`src/verilog/rv_isa_pkg.sv`:
```
package rv_isa_pkg;

    // --------------------------------------------------
    // Widths fixed by the ISA
    // --------------------------------------------------
    typedef logic [31:0] xlen_t;     // Data or address word
    typedef logic [4:0]  reg_addr_t;
    typedef logic [11:0] csr_addr_t;
    typedef logic [3:0]  cause_t;    // Exception code, no interrupts here
    typedef logic [2:0]  funct3_t;

    // Access size, funct3 bits 1:0 of loads and stores
    localparam logic [1:0] SZ_BYTE = 2'b00;
    localparam logic [1:0] SZ_HALF = 2'b01;
    localparam logic [1:0] SZ_WORD = 2'b10;

    // --------------------------------------------------
    // Machine trap CSRs
    // --------------------------------------------------
    localparam csr_addr_t MTVEC    = 12'h305;
    localparam csr_addr_t MSCRATCH = 12'h340;
    localparam csr_addr_t MEPC     = 12'h341;
    localparam csr_addr_t MCAUSE   = 12'h342;
    localparam csr_addr_t MTVAL    = 12'h343;

    localparam xlen_t MTVEC_RESET = 32'h0000_0100;

    // mret encoding in the funct12 field of a SYSTEM instruction
    localparam logic [11:0] F12_ECALL  = 12'h000;
    localparam logic [11:0] F12_EBREAK = 12'h001;
    localparam logic [11:0] F12_MRET   = 12'h302;

    // --------------------------------------------------
    // Exception causes
    // --------------------------------------------------
    localparam cause_t E_ILLEGAL_INST              = 4'd2;
    localparam cause_t E_BREAKPOINT                = 4'd3;
    localparam cause_t E_LOAD_ADDR_MISALIGNED      = 4'd4;
    localparam cause_t E_LOAD_ACCESS_FAULT         = 4'd5;
    localparam cause_t E_STORE_AMO_ADDR_MISALIGNED = 4'd6;
    localparam cause_t E_STORE_AMO_ACCESS_FAULT    = 4'd7;
    localparam cause_t E_ECALL_FROM_M              = 4'd11;

endpackage
```
`src/verilog/wb_pkg.sv`:
```
package wb_pkg;

    typedef enum logic [1:0] {
        CSR_NONE  = 2'd0,
        CSR_WRITE = 2'd1,
        CSR_SET   = 2'd2,
        CSR_CLEAR = 2'd3
    } csr_cmd_e;

    // Source of the register write-back value
    typedef enum logic [1:0] {
        SEL_ALU = 2'd0,
        SEL_LSU = 2'd1,
        SEL_CSR = 2'd2,
        SEL_PC4 = 2'd3
    } wb_sel_e;

    typedef enum logic [1:0] {
        IDLE = 2'd0,
        EXEC = 2'd1,
        MEM  = 2'd2,
        DONE = 2'd3
    } seq_state_e;

    // --------------------------------------------------
    // Records crossing the stage boundary
    // --------------------------------------------------
    typedef struct packed {
        rv_isa_pkg::xlen_t  pc;
        rv_isa_pkg::xlen_t  instr;
        rv_isa_pkg::xlen_t  alu_result;   // Also the memory address
        rv_isa_pkg::xlen_t  store_data;
        logic               rf_we;
        logic               mem_en;
        logic               mem_rw;       // 1 for store
        csr_cmd_e           csr_cmd;
        wb_sel_e            sel_wb;
        logic               ecall_break;  // SYSTEM: ecall, ebreak or mret
        logic               ex_exception;
        rv_isa_pkg::cause_t ex_xcause;
        rv_isa_pkg::xlen_t  ex_mtval;
    } wb_instr_t;

    typedef struct packed {
        logic                  rf_we;
        rv_isa_pkg::reg_addr_t rd;
        rv_isa_pkg::xlen_t     wdata;
        logic                  exception;
        rv_isa_pkg::cause_t    xcause;
        rv_isa_pkg::xlen_t     mtval;
        logic                  redirect;
        rv_isa_pkg::xlen_t     redirect_pc;
    } wb_commit_t;

    // Wishbone classic data bus
    typedef struct packed {
        rv_isa_pkg::xlen_t addr;
        rv_isa_pkg::xlen_t dat;
        logic [3:0]        sel;
        logic              cyc;
        logic              stb;
        logic              we;
    } dbus_req_t;

    typedef struct packed {
        rv_isa_pkg::xlen_t dat;
        logic              ack;
        logic              err;
    } dbus_rsp_t;

endpackage

```
`src/verilog/wb_stage.sv`:
```
`timescale 1ns/10ps

module wb_stage (
    input  logic               clk_i,
    input  logic               rst_n_i,
    input  logic               in_req_i,
    input  wb_pkg::wb_instr_t  in_instr_i,
    output logic               in_ack_o,
    output wb_pkg::wb_commit_t commit_o,
    output wb_pkg::dbus_req_t  dbus_o,
    input  wb_pkg::dbus_rsp_t  dbus_i
);
    import rv_isa_pkg::*;
    import wb_pkg::*;

    seq_state_e state_q;
    seq_state_e state_d;
    wb_instr_t  rec_q;
    wb_commit_t commit_d;
    logic       lsu_start;
    logic       lsu_done;
    logic       lsu_misaligned;
    logic       lsu_ld_err;
    logic       lsu_st_err;
    xlen_t      lsu_rdata;
    xlen_t      csr_rdata;
    xlen_t      csr_wdata;
    logic       csr_illegal;
    xlen_t      mtvec;
    xlen_t      mepc;
    logic       exception;
    cause_t     xcause;
    xlen_t      mtval;
    logic       mret;
    logic       enter_done;
    xlen_t      wb_wdata;

    // --------------------------------------------------
    // Sequencer
    // --------------------------------------------------
    // Faulted records never reach the bus
    assign lsu_start  = state_q == EXEC && rec_q.mem_en && !rec_q.ex_exception;
    assign enter_done = (state_q == EXEC && (!lsu_start || lsu_done))
                        || (state_q == MEM && lsu_done);

    always_comb begin
        state_d = state_q;
        unique case (state_q)
            IDLE: if (in_req_i) state_d = EXEC;
            EXEC: state_d = (lsu_start && !lsu_done) ? MEM : DONE;
            MEM:  if (lsu_done) state_d = DONE;
            DONE: if (!in_req_i) state_d = IDLE;  // Four-phase return
            default: state_d = IDLE;
        endcase
    end

    always_ff @(posedge clk_i or negedge rst_n_i) begin
        if (!rst_n_i) begin
            state_q <= IDLE;
        end else begin
            state_q <= state_d;
        end
    end

    always_ff @(posedge clk_i) begin
        if (state_q == IDLE && in_req_i) rec_q <= in_instr_i;
    end

    assign in_ack_o = state_q == DONE;

    wb_lsu u_lsu (
        .clk_i        (clk_i),
        .rst_n_i      (rst_n_i),
        .start_i      (lsu_start),
        .addr_i       (rec_q.alu_result),
        .wdata_i      (rec_q.store_data),
        .store_i      (rec_q.mem_rw),
        .funct3_i     (rec_q.instr[14:12]),
        .rdata_o      (lsu_rdata),
        .done_o       (lsu_done),
        .misaligned_o (lsu_misaligned),
        .ld_err_o     (lsu_ld_err),
        .st_err_o     (lsu_st_err),
        .dbus_o       (dbus_o),
        .dbus_i       (dbus_i)
    );

    // Immediate forms take the zero-extended rs1 field
    assign csr_wdata = rec_q.instr[14] ? {27'b0, rec_q.instr[19:15]} : rec_q.alu_result;

    wb_csr_file u_csr (
        .clk_i        (clk_i),
        .rst_n_i      (rst_n_i),
        .addr_i       (rec_q.instr[31:20]),
        .cmd_i        (rec_q.csr_cmd),
        .wdata_i      (csr_wdata),
        .rs1_zero_i   (rec_q.instr[19:15] == 5'd0),
        .commit_i     (enter_done),
        .trap_i       (exception),
        .trap_pc_i    (rec_q.pc),
        .trap_cause_i (xcause),
        .trap_mtval_i (mtval),
        .rdata_o      (csr_rdata),
        .illegal_o    (csr_illegal),
        .mtvec_o      (mtvec),
        .mepc_o       (mepc)
    );

    wb_trap_arbiter u_arb (
        .instr_i       (rec_q),
        .misaligned_i  (lsu_misaligned),
        .ld_err_i      (lsu_ld_err),
        .st_err_i      (lsu_st_err),
        .csr_illegal_i (csr_illegal),
        .exception_o   (exception),
        .xcause_o      (xcause),
        .mtval_o       (mtval),
        .mret_o        (mret)
    );

    // --------------------------------------------------
    // Write-back select and commit
    // --------------------------------------------------
    always_comb begin
        unique case (rec_q.sel_wb)
            SEL_ALU: wb_wdata = rec_q.alu_result;
            SEL_LSU: wb_wdata = lsu_rdata;
            SEL_CSR: wb_wdata = csr_rdata;  // Old value, before the update
            default: wb_wdata = rec_q.pc + 32'd4;
        endcase
    end

    assign commit_d = '{rf_we:       rec_q.rf_we && !exception,
                        rd:          rec_q.instr[11:7],
                        wdata:       wb_wdata,
                        exception:   exception,
                        xcause:      xcause,
                        mtval:       mtval,
                        redirect:    exception || mret,
                        redirect_pc: exception ? mtvec : mepc};

    always_ff @(posedge clk_i or negedge rst_n_i) begin
        if (!rst_n_i) begin
            commit_o <= '0;
        end else if (enter_done) begin
            commit_o <= commit_d;  // Held through DONE
        end
    end

    a_ack_needs_req: assert property (@(posedge clk_i) disable iff (!rst_n_i)
        $rose(in_ack_o) |-> in_req_i)
        else $error("ack raised without a pending req");

endmodule

```
`src/verilog/wb_trap_arbiter.sv`:
```
`timescale 1ns/10ps

module wb_trap_arbiter (
    input  wb_pkg::wb_instr_t  instr_i,
    input  logic               misaligned_i,
    input  logic               ld_err_i,
    input  logic               st_err_i,
    input  logic               csr_illegal_i,
    output logic               exception_o,
    output rv_isa_pkg::cause_t xcause_o,
    output rv_isa_pkg::xlen_t  mtval_o,
    output logic               mret_o
);
    import rv_isa_pkg::*;

    logic        ecall;
    logic        ebreak;
    logic [11:0] funct12;

    // --------------------------------------------------
    // SYSTEM decode
    // --------------------------------------------------
    assign funct12 = instr_i.instr[31:20];
    assign ecall   = instr_i.ecall_break && funct12 == F12_ECALL;
    assign ebreak  = instr_i.ecall_break && funct12 == F12_EBREAK;
    assign mret_o  = instr_i.ecall_break && funct12 == F12_MRET;

    assign exception_o = |{instr_i.ex_exception, misaligned_i, ld_err_i, st_err_i,
                           csr_illegal_i, ecall, ebreak};

    // Highest priority first
    always_comb begin
        if (instr_i.ex_exception) begin
            xcause_o = instr_i.ex_xcause;  // Earlier stage already chose
            mtval_o  = instr_i.ex_mtval;
        end else if (misaligned_i) begin
            xcause_o = instr_i.instr[5] ? E_STORE_AMO_ADDR_MISALIGNED
                                        : E_LOAD_ADDR_MISALIGNED;  // Opcode bit 5
            mtval_o  = instr_i.alu_result;
        end else if (ld_err_i) begin
            xcause_o = E_LOAD_ACCESS_FAULT;
            mtval_o  = instr_i.alu_result;
        end else if (st_err_i) begin
            xcause_o = E_STORE_AMO_ACCESS_FAULT;
            mtval_o  = instr_i.alu_result;
        end else if (csr_illegal_i) begin
            xcause_o = E_ILLEGAL_INST;
            mtval_o  = instr_i.instr;      // Faulting instruction word
        end else if (ecall) begin
            xcause_o = E_ECALL_FROM_M;
            mtval_o  = '0;
        end else if (ebreak) begin
            xcause_o = E_BREAKPOINT;
            mtval_o  = instr_i.pc;
        end else begin
            xcause_o = '0;
            mtval_o  = '0;
        end
    end

endmodule

```
`src/verilog/wb_csr_file.sv`:
```
`timescale 1ns/10ps

module wb_csr_file (
    input  logic                  clk_i,
    input  logic                  rst_n_i,
    input  rv_isa_pkg::csr_addr_t addr_i,
    input  wb_pkg::csr_cmd_e      cmd_i,
    input  rv_isa_pkg::xlen_t     wdata_i,
    input  logic                  rs1_zero_i,
    input  logic                  commit_i,
    input  logic                  trap_i,
    input  rv_isa_pkg::xlen_t     trap_pc_i,
    input  rv_isa_pkg::cause_t    trap_cause_i,
    input  rv_isa_pkg::xlen_t     trap_mtval_i,
    output rv_isa_pkg::xlen_t     rdata_o,
    output logic                  illegal_o,
    output rv_isa_pkg::xlen_t     mtvec_o,
    output rv_isa_pkg::xlen_t     mepc_o
);
    import rv_isa_pkg::*;
    import wb_pkg::*;

    xlen_t  mtvec_q;
    xlen_t  mscratch_q;
    xlen_t  mepc_q;
    cause_t mcause_q;
    xlen_t  mtval_q;
    logic   hit;
    logic   wr_en;
    xlen_t  new_val;

    assign mtvec_o = {mtvec_q[31:2], 2'b00};  // Direct mode only
    assign mepc_o  = {mepc_q[31:2], 2'b00};

    // --------------------------------------------------
    // Read port
    // --------------------------------------------------
    always_comb begin
        hit = 1'b1;
        unique case (addr_i)
            MTVEC:    rdata_o = mtvec_o;
            MSCRATCH: rdata_o = mscratch_q;
            MEPC:     rdata_o = mepc_o;
            MCAUSE:   rdata_o = {28'b0, mcause_q};
            MTVAL:    rdata_o = mtval_q;
            default: begin
                hit     = 1'b0;
                rdata_o = '0;
            end
        endcase
    end

    assign illegal_o = (cmd_i != CSR_NONE) && !hit;

    // Read-modify-write value
    always_comb begin
        unique case (cmd_i)
            CSR_SET:   new_val = rdata_o | wdata_i;
            CSR_CLEAR: new_val = rdata_o & ~wdata_i;
            default:   new_val = wdata_i;
        endcase
    end

    // Set/clear with rs1 = x0 reads only
    assign wr_en = commit_i && !trap_i && cmd_i != CSR_NONE
                   && !(cmd_i != CSR_WRITE && rs1_zero_i);

    // --------------------------------------------------
    // Update
    // --------------------------------------------------
    always_ff @(posedge clk_i or negedge rst_n_i) begin
        if (!rst_n_i) begin
            mtvec_q    <= MTVEC_RESET;
            mscratch_q <= '0;
            mepc_q     <= '0;
            mcause_q   <= '0;
            mtval_q    <= '0;
        end else if (commit_i && trap_i) begin
            mepc_q   <= trap_pc_i;
            mcause_q <= trap_cause_i;
            mtval_q  <= trap_mtval_i;
        end else if (wr_en) begin
            unique case (addr_i)
                MTVEC:    mtvec_q    <= new_val;
                MSCRATCH: mscratch_q <= new_val;
                MEPC:     mepc_q     <= new_val;
                MCAUSE:   mcause_q   <= new_val[3:0];  // Only exception codes kept
                MTVAL:    mtval_q    <= new_val;
                default:  ;
            endcase
        end
    end

    a_no_write_on_illegal: assert property (@(posedge clk_i) disable iff (!rst_n_i)
        commit_i && illegal_o |-> trap_i)
        else $error("illegal CSR access committed without a trap");

endmodule

```
`src/verilog/wb_lsu.sv`:
```
`timescale 1ns/10ps

module wb_lsu (
    input  logic                clk_i,
    input  logic                rst_n_i,
    input  logic                start_i,
    input  rv_isa_pkg::xlen_t   addr_i,
    input  rv_isa_pkg::xlen_t   wdata_i,
    input  logic                store_i,
    input  rv_isa_pkg::funct3_t funct3_i,
    output rv_isa_pkg::xlen_t   rdata_o,
    output logic                done_o,
    output logic                misaligned_o,
    output logic                ld_err_o,
    output logic                st_err_o,
    output wb_pkg::dbus_req_t   dbus_o,
    input  wb_pkg::dbus_rsp_t   dbus_i
);
    import rv_isa_pkg::*;

    logic       busy_q;
    logic       misaligned;
    logic [3:0] sel_d;
    xlen_t      dat_d;
    xlen_t      addr_q;
    xlen_t      dat_q;
    logic [3:0] sel_q;
    logic       we_q;
    funct3_t    f3_q;
    xlen_t      shifted;
    logic       bus_end;

    // --------------------------------------------------
    // Request decode
    // --------------------------------------------------
    always_comb begin
        unique case (funct3_i[1:0])
            SZ_BYTE: begin
                misaligned = 1'b0;
                sel_d      = 4'b0001 << addr_i[1:0];
                dat_d      = {4{wdata_i[7:0]}};
            end
            SZ_HALF: begin
                misaligned = addr_i[0];
                sel_d      = 4'b0011 << addr_i[1:0];
                dat_d      = {2{wdata_i[15:0]}};
            end
            default: begin  // Word, funct3 11 is treated the same
                misaligned = |addr_i[1:0];
                sel_d      = 4'b1111;
                dat_d      = wdata_i;
            end
        endcase
    end

    assign misaligned_o = start_i & misaligned;  // Reported with no bus cycle
    assign bus_end      = busy_q & (dbus_i.ack | dbus_i.err);

    always_ff @(posedge clk_i or negedge rst_n_i) begin
        if (!rst_n_i) begin
            busy_q <= 1'b0;
        end else if (start_i && !misaligned) begin
            busy_q <= 1'b1;
        end else if (bus_end) begin
            busy_q <= 1'b0;                      // cyc/stb drop the cycle after
        end
    end

    always_ff @(posedge clk_i) begin
        if (start_i && !misaligned) begin
            addr_q <= addr_i;
            dat_q  <= dat_d;
            sel_q  <= sel_d;
            we_q   <= store_i;
            f3_q   <= funct3_i;
        end
    end

    assign dbus_o = '{addr: addr_q, dat: dat_q, sel: sel_q,
                      cyc: busy_q, stb: busy_q, we: we_q};

    // --------------------------------------------------
    // Response
    // --------------------------------------------------
    assign done_o   = misaligned_o | bus_end;
    assign ld_err_o = busy_q & dbus_i.err & ~we_q;
    assign st_err_o = busy_q & dbus_i.err & we_q;

    // Lane to bit 0, then extend unless funct3 asks for unsigned
    always_comb begin
        shifted = dbus_i.dat >> {addr_q[1:0], 3'b000};
        unique case (f3_q[1:0])
            SZ_BYTE: rdata_o = {{24{shifted[7] & ~f3_q[2]}}, shifted[7:0]};
            SZ_HALF: rdata_o = {{16{shifted[15] & ~f3_q[2]}}, shifted[15:0]};
            default: rdata_o = shifted;
        endcase
    end

    a_stb_lanes: assert property (@(posedge clk_i) disable iff (!rst_n_i)
        dbus_o.stb |-> dbus_o.cyc && dbus_o.sel != 4'b0000)
        else $error("stb without cyc or byte lanes");

endmodule

```
`config.mk`:
```
export PLATFORM = sky130hd
export DESIGN_NAME = wb_stage
export DESIGN_NICKNAME = d
export VERILOG_FILES = /design/src/verilog/rv_isa_pkg.sv /design/src/verilog/wb_pkg.sv /design/src/verilog/wb_stage.sv /design/src/verilog/wb_trap_arbiter.sv /design/src/verilog/wb_csr_file.sv /design/src/verilog/wb_lsu.sv
export SDC_FILE = /design/constraint.sdc
export NUM_CORES = 1
export LEC_CHECK = 0
export BUFFER_PORTS_ARGS = -buffer_cell sky130_fd_sc_hd__buf_4
export CAP_MARGIN = 20
export CORE_MARGIN = 4
export CORE_UTILIZATION = 57
export CTS_CLUSTER_SIZE = 28
export DETAILED_ROUTE_END_ITERATION = 7
export PLACE_DENSITY = 0.78
export SLEW_MARGIN = 20
export SYNTH_ARGS = -nofsm -noshare
export SYNTH_HDL_FRONTEND = slang
export SYNTH_HIERARCHICAL = 1
export SYNTH_SLANG_ARGS = --single-unit
```
`constraint.sdc`:
```
create_clock -name clk_i -period 6.9 [get_ports clk_i]
set_input_delay 1.38 -clock clk_i [delete_from_list [all_inputs] [get_ports clk_i]]
set_output_delay 1.38 -clock clk_i [all_outputs]
set_load 0.01 [all_outputs]
```
==> run metrics <==
Fmax=206 MHz; H-tree depth=2; CP Launch Type=flip-flop; CTS resizes=0; relative slew slack=18.7%; Peak supply drop=277 uV; share of layout cells above drive strength 1=24.5%; Finished Cell Area=28,200 um^2; gr usage total=37.2%; Synth Cell Area=23,400 um^2; Top Usage Layer GRT=met2; vias in the first global route=19,000; Required @ worst endpoint=7400 ps; fin cells=3,015; WL per Instance=28.1 um; Core ar.=40,100 um^2; Remaining DRCs=0; CP max stage delay=880 ps; Pre-antenna DRT Iters=6; sequential share of the synthesized area=57.1%; initial DRC count=2,789; final max-slew violation count=0; total wire length=84.6 mm; Final setup violation count=0; post-CTS setup buffers=0; routed vias/inst=6.50; CP max-delay cell=and2_2; filler cell count=2,914; crit end category=flip-flop; initial antenna violation count=5; grt met2 use=55.3%; Synth Area in XOR/XNOR=0.937%; Die Ht=210 um; Die Area=44,300 um^2; critical-path cell list=nor3b_1, and2_2, o21a_1, nor2_4, buf_4, nor4b_1, nand4_1, buf_4, a211oi_1, o2bb2ai_1, a41oi_1; IO Count=390; CTS tree=done; max cap viols=0; Max FO, Critical Path=68; status=complete, no violations; endpoints failing hold=0; Worst-path clk slew=60 ps; port buffer count=389; Clock Latency Late Sink=620 ps; gr ovfl total=0; DP Wirelength=60.7 mm; Syn. warnings=6; first-pass GRT wire length=125 mm; Worst Hold Class=reg -> reg; row cnt=73; Placer Congestion=0.988; RSZ-0062 raised after global routing=no; clock sink total=484; met3 global-route usage=13.0%; most frequent cells in the layout=buf_4 (424), nand2_1 (315), edfxtp_1 (245); Final ANT Viol Nets=0; CP dominant cell by count=buf_4; met1 Resource Use GR=52.2%; final worst path period need=4850 ps; Root Buffer=clkbuf_16; Final period util=70.3%; Nets=2,660; Post-Synth Simple-Gate Area=14.3%; FF+latch count, synth=484; largest family of logic cells by synthesized area=compound AO/OA/AOI/OAI gates; Critical Path AT=5350 ps; largest net degree at the start of global routing=118; worst-margin pin slew=1220 ps; Leakage=11.4 nW; Post-synth ARST share=49.4%; Synth Area in Compound Gates=17.6%; WS Path Type=reg -> reg; Fin Clk Skew=26.9 ps; Post-synth EDFFs=245; most used flip-flop cell after synthesis=edfxtp_1; Pwr Density=373 nW/um^2; placed insts=2,916; DP Area=26,500 um^2; Tot Pwr=10.5 mW; commonest non-fill, non-tap cell in the layout=buf_4; Die W=210 um; post-synthesis mux area share=5.84%; initial core utilization=58.3%; Netlist cell types=84; adder-cell share of the synthesized area=0.321%; cts bufs inserted=50; Cells after Synth=2,135; hold buffer count at CTS=0; synthesized area per cell=10.9 um^2; via count=19,600; area delta synth->final=20.7%; CTS Buffer Depth=3; setup_tns=0 ps
synthesized netlist by cell type, types with 8 or more instances:
cell / count / area, um^2
a41oi_1: 21 / 184
o31ai_1: 32 / 240
a22oi_1: 29 / 218
edfxtp_1: 245 / 7360
o21ai_0: 153 / 766
or2_2: 11 / 68.8
a221oi_1: 22 / 193
buf_1: 11 / 41.3
dfrtp_1: 238 / 5960
nor2b_1: 49 / 307
nand4_1: 8 / 50.1
xnor2_1: 21 / 184
o22ai_1: 17 / 106
o31a_1: 25 / 219
nor3_1: 11 / 55.1
clkbuf_1: 95 / 357
mux2_2: 28 / 315
nor2_1: 105 / 394
or3b_2: 20 / 175
and2_1: 9 / 56.3
o2bb2ai_1: 31 / 272
a21oi_1: 139 / 696
buf_2: 44 / 220
inv_1: 22 / 82.6
nand2b_1: 37 / 231
a21o_1: 10 / 75.1
mux2i_1: 86 / 861
a211oi_1: 73 / 548
or3_1: 22 / 138
o211ai_1: 27 / 203
o221ai_1: 9 / 78.8
buf_4: 14 / 105
nand3_1: 37 / 185
buf_6: 8 / 90.1
nand2_1: 316 / 1190
report_power, final:
part,switching [mW],internal (mW)
clock,1.19,1.65
sequential,0.622,3.82
combinational,2.00,1.23
flip-flops by register name, indices dropped and copies added, names as in the netlist, 2 cells and up:
name              count
u_lsu/dat_q          32
commit_d              5
u_csr/mscratch_q     32
rec_q               168
u_lsu/sel_q           4
u_csr/mtvec_q        30
u_lsu/f3_q            3
u_csr/mcause_q        4
commit_o            108
u_csr/mepc_q         30
u_lsu/addr_q         32
state_q               2
u_csr/mtval_q        32
final timing paths:
path | from | to | slack [ps] | depth (start not counted)
min in group asynchronous | rst_n_i | commit_o[5] | 800 | 1
worst max-delay path | rec_q[132] | u_csr/mtval_q[14] | 2050 | 11
worst min register to register | rec_q[42] | u_lsu/we_q | 450 | 0
worst max register to register | rec_q[132] | u_csr/mtval_q[14] | 2050 | 11
max in group asynchronous | rst_n_i | commit_o[57] | 4540 | 2
worst min-delay path | rec_q[42] | u_lsu/we_q | 450 | 0
cell type report:
| cell class | count | area, um^2 | share of cell area [%] |
|---|---|---|---|
| Inverter | 23 | 86.3 | 0.306 |
| Multi-Input combinational cell | 1459 | 9190 | 32.6 |
| Antenna cell | 4 | 10.0 | 0.0355 |
| Sequential cell | 484 | 13300 | 47.3 |
| Clock buffer | 66 | 1380 | 4.90 |
| Tap cell | 525 | 657 | 2.33 |
| Clock inverter | 28 | 338 | 1.20 |
| Timing Repair Buffer | 426 | 3220 | 11.4 |
metrics by stage:
| stage | setup slack [ps] | hold WS (ps) | util [%] |
|---|---|---|---|
| 2_1_floorplan | 1050 | 400 | - |
| 3_3_place_gp | 2320 | 408 | 66.0 |
| 3_5_place_dp | 2230 | 430 | 66.0 |
| 4_1_cts | 2300 | 448 | 70.3 |
| 5_1_grt | 1780 | 459 | 70.4 |
| 6_report | 2050 | 449 | 70.4 |
kinds of logic after synthesis:
group	after synthesis
DFF	484
buffers and inverters	195
other	1
and+or+nand+nor	679
AOI/OAI and AO/OA	622
adders and majority gates	6
xor gates and xnor gates	25
muxes	123
worst max-delay path: cells and delay by family (launching register included):
kind / cells / cell delay, ps
compound gates: 4 / 1360
simple gates: 5 / 2040
buf+inv: 2 / 700
flops: 1 / 600
routing by layer:
metal | part of all wire [%] | wire (um)
met2 | 44 | 37600
met4 | 3.1 | 2610
met3 | 14 | 11500
met5 | 0.012 | 10
met1 | 39 | 32800
Power figures use the tool's default switching activity.
